[config.mk]
export PLATFORM = sky130hd
export DESIGN_NAME = readLane
export DESIGN_NICKNAME = d
export VERILOG_FILES = /design/src/common/regReadPkg.sv /design/src/verilog/readLane.sv
export SDC_FILE = /design/constraint.sdc
export NUM_CORES = 1
export LEC_CHECK = 0
export ABC_AREA = 1
export BUFFER_PORTS_ARGS = -buffer_cell sky130_fd_sc_hd__buf_2
export CAP_MARGIN = 20
export CORE_ASPECT_RATIO = 1.1
export CORE_MARGIN = 2
export CORE_UTILIZATION = 25
export CTS_BUF_LIST = sky130_fd_sc_hd__clkbuf_2
export DETAILED_ROUTE_END_ITERATION = 16
export PLACE_DENSITY_LB_ADDON = 0.2
export SYNTH_ARGS = -nofsm -noshare
export SYNTH_HDL_FRONTEND = slang
export SYNTH_SLANG_ARGS = --single-unit
[constraint.sdc]
create_clock -name clk -period 0.8 [get_ports clk]
set_clock_uncertainty 0.2 [all_clocks]
set_input_delay 0.08 -clock clk [delete_from_list [all_inputs] [get_ports clk]]
set_output_delay 0.08 -clock clk [all_outputs]
set_load 0.05 [all_outputs]
[src/common/regReadPkg.sv]
/*
 * Register-read stage shared sizes and the payload word carried to execute.
 */
package regReadPkg;

  // ********************
  // Default sizes
  // ********************

  // Issue lanes per cycle.
  localparam int DEF_NUM_LANES = 4;

  // Physical register count.
  localparam int DEF_NUM_PHYS = 64;

  // Registers mapped after reset.
  localparam int DEF_NUM_ARCH = 32;

  // Operand width.
  localparam int DEF_DATA_W = 32;

  // Branch checkpoints, also the mask width.
  localparam int DEF_NUM_CKPT = 4;

  // ********************
  // Payload
  // ********************

  // Pass-through word width.
  localparam int PAYLOAD_W = 16;

  // The payload holds the opcode and the active-list index of the issued
  // instruction and reaches execute unchanged.
  typedef struct packed {
    logic [PAYLOAD_W/2-1:0] opcode;
    logic [PAYLOAD_W/2-1:0] alIndex;
  } payload_t;

endpackage

[src/verilog/readLane.sv]
/*
 * One issue lane of the register-read stage: operand forwarding from the
 * write-back buses, mispredict squash and the output register to execute.
 */
`timescale 1ns/1ps

module readLane #(
  parameter int NUM_LANES = regReadPkg::DEF_NUM_LANES,
  parameter int NUM_PHYS  = regReadPkg::DEF_NUM_PHYS,
  parameter int DATA_W    = regReadPkg::DEF_DATA_W,
  parameter int NUM_CKPT  = regReadPkg::DEF_NUM_CKPT,
  localparam int TAG_W    = $clog2(NUM_PHYS)
) (
  input  logic                              clk,
  input  logic                              rstN_i,
  input  logic                              issueValid_i,
  input  logic [TAG_W-1:0]                  srcTag1_i,
  input  logic [TAG_W-1:0]                  srcTag2_i,
  input  logic [NUM_CKPT-1:0]               ckptMask_i,
  input  regReadPkg::payload_t              payload_i,
  input  logic [DATA_W-1:0]                 rfData1_i,
  input  logic [DATA_W-1:0]                 rfData2_i,
  input  logic [NUM_LANES-1:0]              wbValid_i,
  input  logic [NUM_LANES-1:0][TAG_W-1:0]   wbTag_i,
  input  logic [NUM_LANES-1:0][DATA_W-1:0]  wbData_i,
  input  logic [NUM_CKPT-1:0]               killCkpt_i,
  output logic                              outValid_o,
  output logic [DATA_W-1:0]                 outData1_o,
  output logic [DATA_W-1:0]                 outData2_o,
  output regReadPkg::payload_t              outPayload_o
);

  import regReadPkg::*;

  logic [NUM_LANES-1:0] hit1;
  logic [NUM_LANES-1:0] hit2;
  logic [DATA_W-1:0]    operand1;
  logic [DATA_W-1:0]    operand2;
  logic                 killed;
  logic                 laneValid;
  logic                 validQ;
  logic [DATA_W-1:0]    data1Q;
  logic [DATA_W-1:0]    data2Q;
  payload_t             payloadQ;

  // Lowest matching lane wins, otherwise the register file value.
  function automatic logic [DATA_W-1:0] pickOperand(
    input logic [NUM_LANES-1:0]              hit,
    input logic [NUM_LANES-1:0][DATA_W-1:0]  wbData,
    input logic [DATA_W-1:0]                 rfData
  );
    logic [DATA_W-1:0] value;
    value = rfData;
    for (int w = NUM_LANES - 1; w >= 0; w--) begin
      if (hit[w]) begin
        value = wbData[w];
      end
    end
    return value;
  endfunction

  // ********************
  // Forwarding
  // ********************

  always_comb begin
    for (int w = 0; w < NUM_LANES; w++) begin
      hit1[w] = wbValid_i[w] && (wbTag_i[w] == srcTag1_i);
      hit2[w] = wbValid_i[w] && (wbTag_i[w] == srcTag2_i);
    end
  end

  assign operand1 = pickOperand(hit1, wbData_i, rfData1_i);
  assign operand2 = pickOperand(hit2, wbData_i, rfData2_i);

  // killCkpt_i is already qualified by a verified mispredict.
  assign killed    = |(ckptMask_i & killCkpt_i);
  assign laneValid = issueValid_i & ~killed;

  // ********************
  // Output register
  // ********************

  always_ff @(posedge clk or negedge rstN_i) begin
    if (!rstN_i) begin
      validQ <= 1'b0;
    end else begin
      validQ <= laneValid;
    end
  end

  always_ff @(posedge clk) begin
    data1Q   <= operand1;
    data2Q   <= operand2;
    payloadQ <= payload_i;
  end

  assign outValid_o   = validQ;
  assign outData1_o   = data1Q;
  assign outData2_o   = data2Q;
  assign outPayload_o = payloadQ;

endmodule

==> impl_metrics.csv, run 1 <==
group,metric,value,unit
logic_synthesis,synthCells,1177,
floorplan,initial_core_util,25.6,%
power,switchingPower,0.00590,W
logic_synthesis,yosys_warnings,0,
power,sequentialPowerShare,32.2,%
power,powerDensity,913,nW/um2
power,ir_drop,0.624,mV
cts,cts_root_buffer,"clkbuf_2",
finish,multi_input_area,5260,um2
routing,drtPass1Iterations,5,
logic_synthesis,ys_async_sr_fraction,1.23,%
grt,grt_pass1_wl,55400,um
logic_synthesis,synth_edf_count,0,
sta,finalCritPeriodShare,192,%
place,gp_congestion,0.820,
routing,antenna_left,0,
routing,wl_per_cell,18.7,um
flow_run,drv_cap,0,
worst_setup_path,worstPathMaxFanout,1,
place,dp.cells,1847,
worst_setup_path,slowest_stage,"dfxtp_2",
cts,max-clock-path-buffers,2,
power,p_int,0.00859,W
worst_setup_path,critical-path-max-stage-delay,0.43,ns
cts,cts_hold_buf,219,
place,place_area,9170,um2
finish,fin_nets,2076,
worst_setup_path,crit_buf_inv,1,
finish,fin_area,15900,um2
outcome,violations,"negative hold slack, negative setup slack",
logic_synthesis,ys.flop_type,"dfxtp_1",
sta,hold_viol,42,
routing,drt_iter0_drc,611,
floorplan,die_h,173,um
grt,overflow,0,
finish,fillers,2117,
finish,area_delta_synth_final,144,%
floorplan,core_area,25400,um2
cts,clkSlewWorstSetupHoldPaths,0.33,ns
cts,cts_sinks,81,
logic_synthesis,yosysSeqAreaShare,25.0,%
logic_synthesis,syn-mean-instance-area,5.53,um2
power,clkPwrFrac,15.7,%
grt,grt_max_degree,31,
worst_setup_path,cp-end-kind,"primary output",
sta,whs,-0.127,ns
cts,cts_buffers,9,
finish,stdcell_count,2171,
floorplan,ioPinCount,340,
sta,worst_pin_slew,0.390,ns
logic_synthesis,syn_nets,1436,
worst_setup_path,cp_top_family,"flip-flops",
logic_synthesis,ys_types,28,
sta,period_needed,1.53,ns
sta,slew_headroom,73.7,%
routing,vias,10300,
grt,grt_pass1_vias,10300,
sta,setup_viol,145,
worst_setup_path,arrival,1.25,ns
finish,drive_gt1_share,54.7,%
routing,totalWireLength,40600,um
hold_path,hold_path.class,"in -> reg",
power,leakage,7.99,nW
worst_setup_path,required,0.52,ns
logic_synthesis,synth_area,6500,um2
place,io_buffers,339,
power,swShare,40.7,%
sta,rsz0062_at_grt,"true",
place,dpl_worst_slack,-0.917,ns
routing,avgViaCountPerCell,4.72,
place,dp_hpwl,21500,um
floorplan,die_x,158,um
sta,worst_slack,-0.735,ns
worst_setup_path,startpoint_type,"flop",
grt,antenna_found_initial,3,
outcome,status,"complete, but fails checks",
worst_setup_path,crit_chain,"buf_8",
cts,cts_tree,"built",
cts,h-tree-depth,3,
floorplan,fp-row-count,61,
sta,finalMaxSlewViolations,0,
worst_setup_path,crit_type,"reg -> out",
power,combPwrFrac,52.0,%
grt,groute.usage.overall,26.6,%
routing,drc_errors,0,
logic_synthesis,ys_ff_latch,81,
finish,regArea,1730,um2
floorplan,dieArea,27300,um2
sta,max_freq,652,MHz
-- cells in the final DEF (no fill, tap or decap), types with 40 or more instances in the layout --
| master | instances |
|---|---|
| inv_1 | 134 |
| nand2_4 | 40 |
| inv_2 | 76 |
| buf_6 | 56 |
| buf_12 | 61 |
| nand2_2 | 91 |
| dfxtp_2 | 80 |
| nand3_2 | 101 |
| nand2_1 | 327 |
| nand3_1 | 78 |
| buf_8 | 75 |
| dlygate4sd3_1 | 219 |
| buf_2 | 229 |
-- Yosys cell counts (2+ instances only) --
| cell | instances | area (um2) |
|---|---|---|
| a21oi_1 | 5 | 25.0 |
| buf_2 | 45 | 225 |
| buf_6 | 10 | 113 |
| clkbuf_1 | 5 | 18.8 |
| clkinv_1 | 2 | 7.51 |
| dfxtp_1 | 80 | 1600 |
| inv_1 | 153 | 574 |
| inv_2 | 73 | 274 |
| nand2_1 | 454 | 1700 |
| nand2_2 | 7 | 43.8 |
| nand3_1 | 167 | 836 |
| nand3_2 | 33 | 330 |
| nand4_1 | 3 | 18.8 |
| nor2_1 | 70 | 263 |
| nor2_2 | 4 | 25.0 |
| nor2_4 | 4 | 45.0 |
| nor3_1 | 2 | 10.0 |
| o21ai_0 | 32 | 160 |
| o21ai_1 | 6 | 30.0 |
| o22ai_1 | 7 | 43.8 |
| xnor2_1 | 5 | 43.8 |
| xor2_1 | 4 | 35.0 |
-- power groups by stage --
stage                     Clock, W  Sequential (W)  Combinational [W]
final                      0.00228         0.00467            0.00754
after global routing       0.00250         0.00470            0.00792
after CTS                  0.00241         0.00464            0.00660
after detailed placement         0         0.00459            0.00434
after global placement           0         0.00460            0.00433
after floorplan                  0         0.00579            0.00139
-- routing by layer --
metal / GRT usage, % / vias to the layer above / part of all wire [%]
met5: 0 / - / 0
met4: 12.1 / 0 / 4.7
met3: 4.26 / 143 / 6.5
met2: 48.9 / 524 / 52
met1: 29.4 / 4737 / 37
li1: - / 4848 / -
-- logic make-up (layout without fill, tap and decap cells) --
group           count (synthesis)  after routing  share of synthesized area (%)
compound gates                 52             52                           4.23
xor+xnor                        9              9                           1.21
buf+inv                       289            934                           18.8
flops                          81             81                           25.0
other cells                     0              3                              0
simple gates                  746            746                           50.8
-- area by class of cell --
| cell class | instances | share of cell area, % |
|---|---|---|
| multi-input combinational | 807 | 33.1 |
| timing repair buffer | 690 | 46.6 |
| inverter | 228 | 6.07 |
| antenna | 3 | 0.0473 |
| clock buffer | 10 | 0.315 |
| tap | 346 | 2.73 |
| clock inverter | 6 | 0.315 |
| sequential | 81 | 10.9 |
-- timing repair --
item / in CTS / in global routing
setup endpoints to repair: 145 / 145
endpoints found under the hold margin: 82 / 59
resized for setup: 493 / 358
buffers inserted: 38 / 16
pin swaps: 96 / 174
gates cloned: 30 / 18
-- stage by stage --
| step | hold WS, ns | utilization, % | setup TNS [ns] | power (W) |
|---|---|---|---|---|
| after global routing | -0.184 | 62.5 | -66.64 | 0.0151 |
| after detailed placement | -0.344 | 36.1 | -56.90 | 0.00893 |
| final | -0.127 | 62.5 | -60.34 | 0.0145 |
| after floorplan | -0.416 | - | -33.62 | 0.00718 |
| after CTS | -0.237 | 55.8 | -60.67 | 0.0136 |
| after global placement | -0.344 | 36.1 | -55.76 | 0.00892 |
-- flip-flops by register name, summed over array words and instances (netlist names) --
register      count
outData1_o       32
outData2_o       32
outPayload_o     16
outValid_o        1
-- path summary, 6_finish.rpt --
path / startpoint / endpoint / slack, ns / depth (start not counted)
min in group asynchronous: rstN_i / outValid_o / 0.04 / 3
worst min-delay path: payload_i[11] / outPayload_o[11] / -0.13 / 2
max in group asynchronous: rstN_i / outValid_o / 0.25 / 3
worst max-delay path: outData2_o[23] / outData2_o[23] / -0.73 / 1
Power figures use the tool's default switching activity.
==> run 2, diff against run 1 <==
CORE_AREA = 2 2 132 134   (was unset)
CORE_ASPECT_RATIO = unset   (was 1.1)
CORE_MARGIN = unset   (was 2)
CORE_UTILIZATION = unset   (was 25)
DIE_AREA = 0 0 134 136   (was unset)
PLACE_DENSITY = 0.75   (was unset)
PLACE_DENSITY_LB_ADDON = unset   (was 0.2)
SLEW_MARGIN = 15   (was unset)
==> impl_metrics.csv, run 2 <==
group,metric,value,unit
outcome,status,"stopped before the end",
outcome,lastStage,"global routing",
outcome,stop_error,"[ERROR GRT-0232] Routing congestion too high. Check the congestion heatmap in the GUI.",
floorplan,die_h,136,um
floorplan,fp-row-count,48,
logic_synthesis,synth.most_common_cell,"nand2_1",
logic_synthesis,ys_types,28,
cts,cts_buffers,9,
logic_synthesis,synth_edf_count,0,
logic_synthesis,ys_ff_latch,81,
cts,cts_root_buffer,"clkbuf_2",
place,dpl_worst_slack,-0.896,ns
floorplan,die_x,134,um
logic_synthesis,yosysSeqAreaShare,25.0,%
grt,grt_max_degree,31,
grt,groute.usage.overall,80.6,%
cts,h-tree-depth,3,
cts,cts_sinks,81,
sta,worstEndpointType,"top-level output",
logic_synthesis,synth_area,6500,um2
logic_synthesis,yosys-top-cells-area,"nand2_1 26%, dfxtp_1 25%, nand3_1 13%",
logic_synthesis,synth_common_cells,"454 x nand2_1, 167 x nand3_1, 153 x inv_1",
floorplan,initial_core_util,38.5,%
floorplan,ioPinCount,340,
logic_synthesis,yosysTopAreaCellShare,26.2,%
grt,overflow,232,
logic_synthesis,ys.flop_type,"dfxtp_1",
place,dp_hpwl,19400,um
logic_synthesis,syn-mean-instance-area,5.53,um2
sta,worst_endpoint,"outValid_o",
logic_synthesis,synthCells,1177,
logic_synthesis,yosysTopAreaCell,"nand2_1",
place,io_buffers,339,
place,gp_congestion,0.916,
logic_synthesis,yosys_warnings,0,
logic_synthesis,syn_nets,1436,
logic_synthesis,ys_async_sr_fraction,1.23,%
cts,max-clock-path-buffers,2,
[run 2: timing repair]
item	4_1_cts
gates resized for setup	607
pin swaps	175
endpoints found under the hold margin	82
hold buffers	205
cloned	37
buffers inserted	45
setup endpoints to repair	145
[run 2: cells by family after synthesis]
logic type / after synthesis / synth area share (%)
AND/OR/NAND/NOR: 746 / 50.8
flip-flops: 81 / 25.0
AO/OA/AOI/OAI: 52 / 4.23
buffers and inverters: 289 / 18.8
XOR/XNOR: 9 / 1.21
[run 2: layer usage]
| metal | overflow | global-route usage (%) |
|---|---|---|
| met4 | 90 | 90.3 |
| met5 | 0 | 20.3 |
| met2 | 133 | 101 |
| met3 | 7 | 65.1 |
| met1 | 2 | 75.4 |
[run 2: per-stage QoR]
stage	instances	hold WS [ns]	cell area, um2	util [%]	TNS, ns
4_1_cts	2026	-0.311	14500	86.0	-61.15
2_1_floorplan	1177	-0.416	6750	-	-33.62
3_5_place_dp	1724	-0.344	8850	52.5	-55.04
3_3_place_gp	1724	-0.345	8850	52.5	-54.30
==> run 3, diff against run 2 <==
CORE_AREA = unset   (was 2 2 132 134)
CORE_MARGIN = 2   (was unset)
CORE_UTILIZATION = 35   (was unset)
CTS_BUF_LIST = unset   (was sky130_fd_sc_hd__clkbuf_2)
DIE_AREA = unset   (was 0 0 134 136)
PLACE_DENSITY = unset   (was 0.75)
PLACE_DENSITY_LB_ADDON = 0.15   (was unset)
==> impl_metrics.csv, run 3 (synthesis gave the netlist of run 1 again) <==
group,metric,value,unit
cts,max-clock-path-buffers,2,
cts,cts_hold_buf,40,
cts,cts_root_buffer,"clkbuf_16",
worst_setup_path,required,0.89,ns
cts,clkSlewWorstSetupHoldPaths,0.07,ns
routing,drtPass1Iterations,5,
sta,setup_viol,145,
floorplan,die_x,140,um
sta,slew_headroom,83.0,%
outcome,status,"complete, but fails checks",
finish,final_common_cell,"nand2_1",
worst_setup_path,arrival,1.36,ns
grt,overflow,0,
sta,period_needed,1.27,ns
place,io_buffers,339,
sta,rsz0062_at_grt,"true",
place,gp_congestion,0.886,
grt,antenna_found_initial,2,
worst_setup_path,crit_type,"in -> reg",
place,dpl_worst_slack,-0.888,ns
grt,grt_pass1_vias,8139,
finish,drive_gt1_share,50.8,%
routing,vias,9108,
finish,final_cell_mix,"351 x nand2_1, 239 x buf_2, 144 x inv_1",
finish,area_delta_synth_final,88.0,%
floorplan,fp-row-count,49,
power,powerDensity,1250,nW/um2
place,dp_hpwl,19200,um
sta,worst_slack,-0.466,ns
grt,grt_pass1_wl,41900,um
worst_setup_path,critical-path-max-stage-delay,0.13,ns
sta,whs,-0.292,ns
routing,antenna_left,0,
floorplan,dieArea,19700,um2
sta,finalMaxSlewViolations,0,
power,ir_drop,1.00,mV
worst_setup_path,slowest_stage,"a21oi_2",
sta,finalCritPeriodShare,158,%
hold_path,hold_path.class,"in -> reg",
sta,max_freq,790,MHz
routing,wl_per_cell,17.3,um
grt,grt_max_degree,35,
floorplan,core_area,18100,um2
cts,cts_tree,"built",
cts,cts_sinks,81,
grt,groute.usage.overall,26.7,%
floorplan,ioPinCount,340,
worst_setup_path,cp_common_cell,"nand2_1",
power,leakage,6.72,nW
finish,fin_nets,1859,
cts,h-tree-depth,3,
power,finalPower,0.0153,W
worst_setup_path,worstPathMaxFanout,8,
routing,drc_errors,0,
floorplan,die_h,140,um
outcome,violations,"negative hold slack, negative setup slack",
routing,avgViaCountPerCell,4.96,
routing,drt_iter0_drc,704,
worst_setup_path,crit_chain,"buf_8 -> buf_6 -> a21oi_2 -> nand2_2 -> nor2_4 -> buf_12 -> buf_12 -> buf_12 -> nand3_1 -> nand2_1 -> inv_2 -> nand2_1 -> nand2_1 -> nand2_1",
routing,totalWireLength,31700,um
worst_setup_path,cp-end-kind,"flop",
sta,hold_viol,66,
worst_setup_path,startpoint_type,"input pin",
flow_run,drv_cap,0,
floorplan,initial_core_util,36.0,%
sta,worst_pin_slew,0.256,ns
cts,cts_buffers,9,
[run 3: cell type report]
| class | instances | area [um2] |
|---|---|---|
| antenna | 2 | 5.00 |
| clock buffer | 11 | 243 |
| clock inverter | 5 | 86.3 |
| fill | 1575 | 5860 |
| inverter | 228 | 897 |
| multi-input combinational | 807 | 4380 |
| sequential | 81 | 1730 |
| tap | 229 | 287 |
| timing repair buffer | 473 | 4610 |
[run 3: layer usage]
metal | share of wire (%) | routed length [um] | GRT usage [%]
met5 | 0 | 0 | 0
met2 | 48 | 15400 | 46.8
met3 | 9.1 | 2900 | 4.68
met1 | 39 | 12400 | 33.4
met4 | 3.4 | 1080 | 7.92
[run 3: through the flow]
step                std cells  setup TNS, ns  util, %  area, um2
floorplan                1177         -33.62        -       6750
global placement         1730         -54.01     49.2       8890
detailed placement       1730         -55.35     49.2       8890
CTS                      1800         -53.75     57.7      10400
global route             1836         -57.72     67.6      12200
finish                   1836         -51.96     67.6      12200
[run 3: where the power goes]
part	switching (W)	internal [W]	total (W)	leakage, nW
Sequential	0.000188	0.00444	0.00463	0.687
Combinational	0.00327	0.00260	0.00587	5.87
Clock	0.00192	0.00286	0.00477	0.161
[run 3: worst max-delay path, delay by kind of cell]
kind,cells,cell delay [ns]
compound gates,1,0.13
buf+inv,6,0.61
simple gates,7,0.54
[run 3: path summary, 6_finish.rpt]
kind | startpoint | end | slack (ns) | cells past startpoint
setup / recovery | srcTag1_i[5] | outData1_o[7] | -0.47 | 14
hold / removal | killCkpt_i[2] | outValid_o | -0.29 | 2
max in group asynchronous | rstN_i | outValid_o | 0.48 | 2
min in group asynchronous | rstN_i | outValid_o | -0.17 | 2
[run 3: what timing repair did]
| item | CTS | global route |
|---|---|---|
| gates cloned | 7 | 26 |
| hold endpoints to repair | 82 | 66 |
| pin swaps | 21 | 76 |
| buffers inserted | 7 | 10 |
| setup endpoints to repair | 145 | 145 |
| gates resized for setup | 176 | 389 |
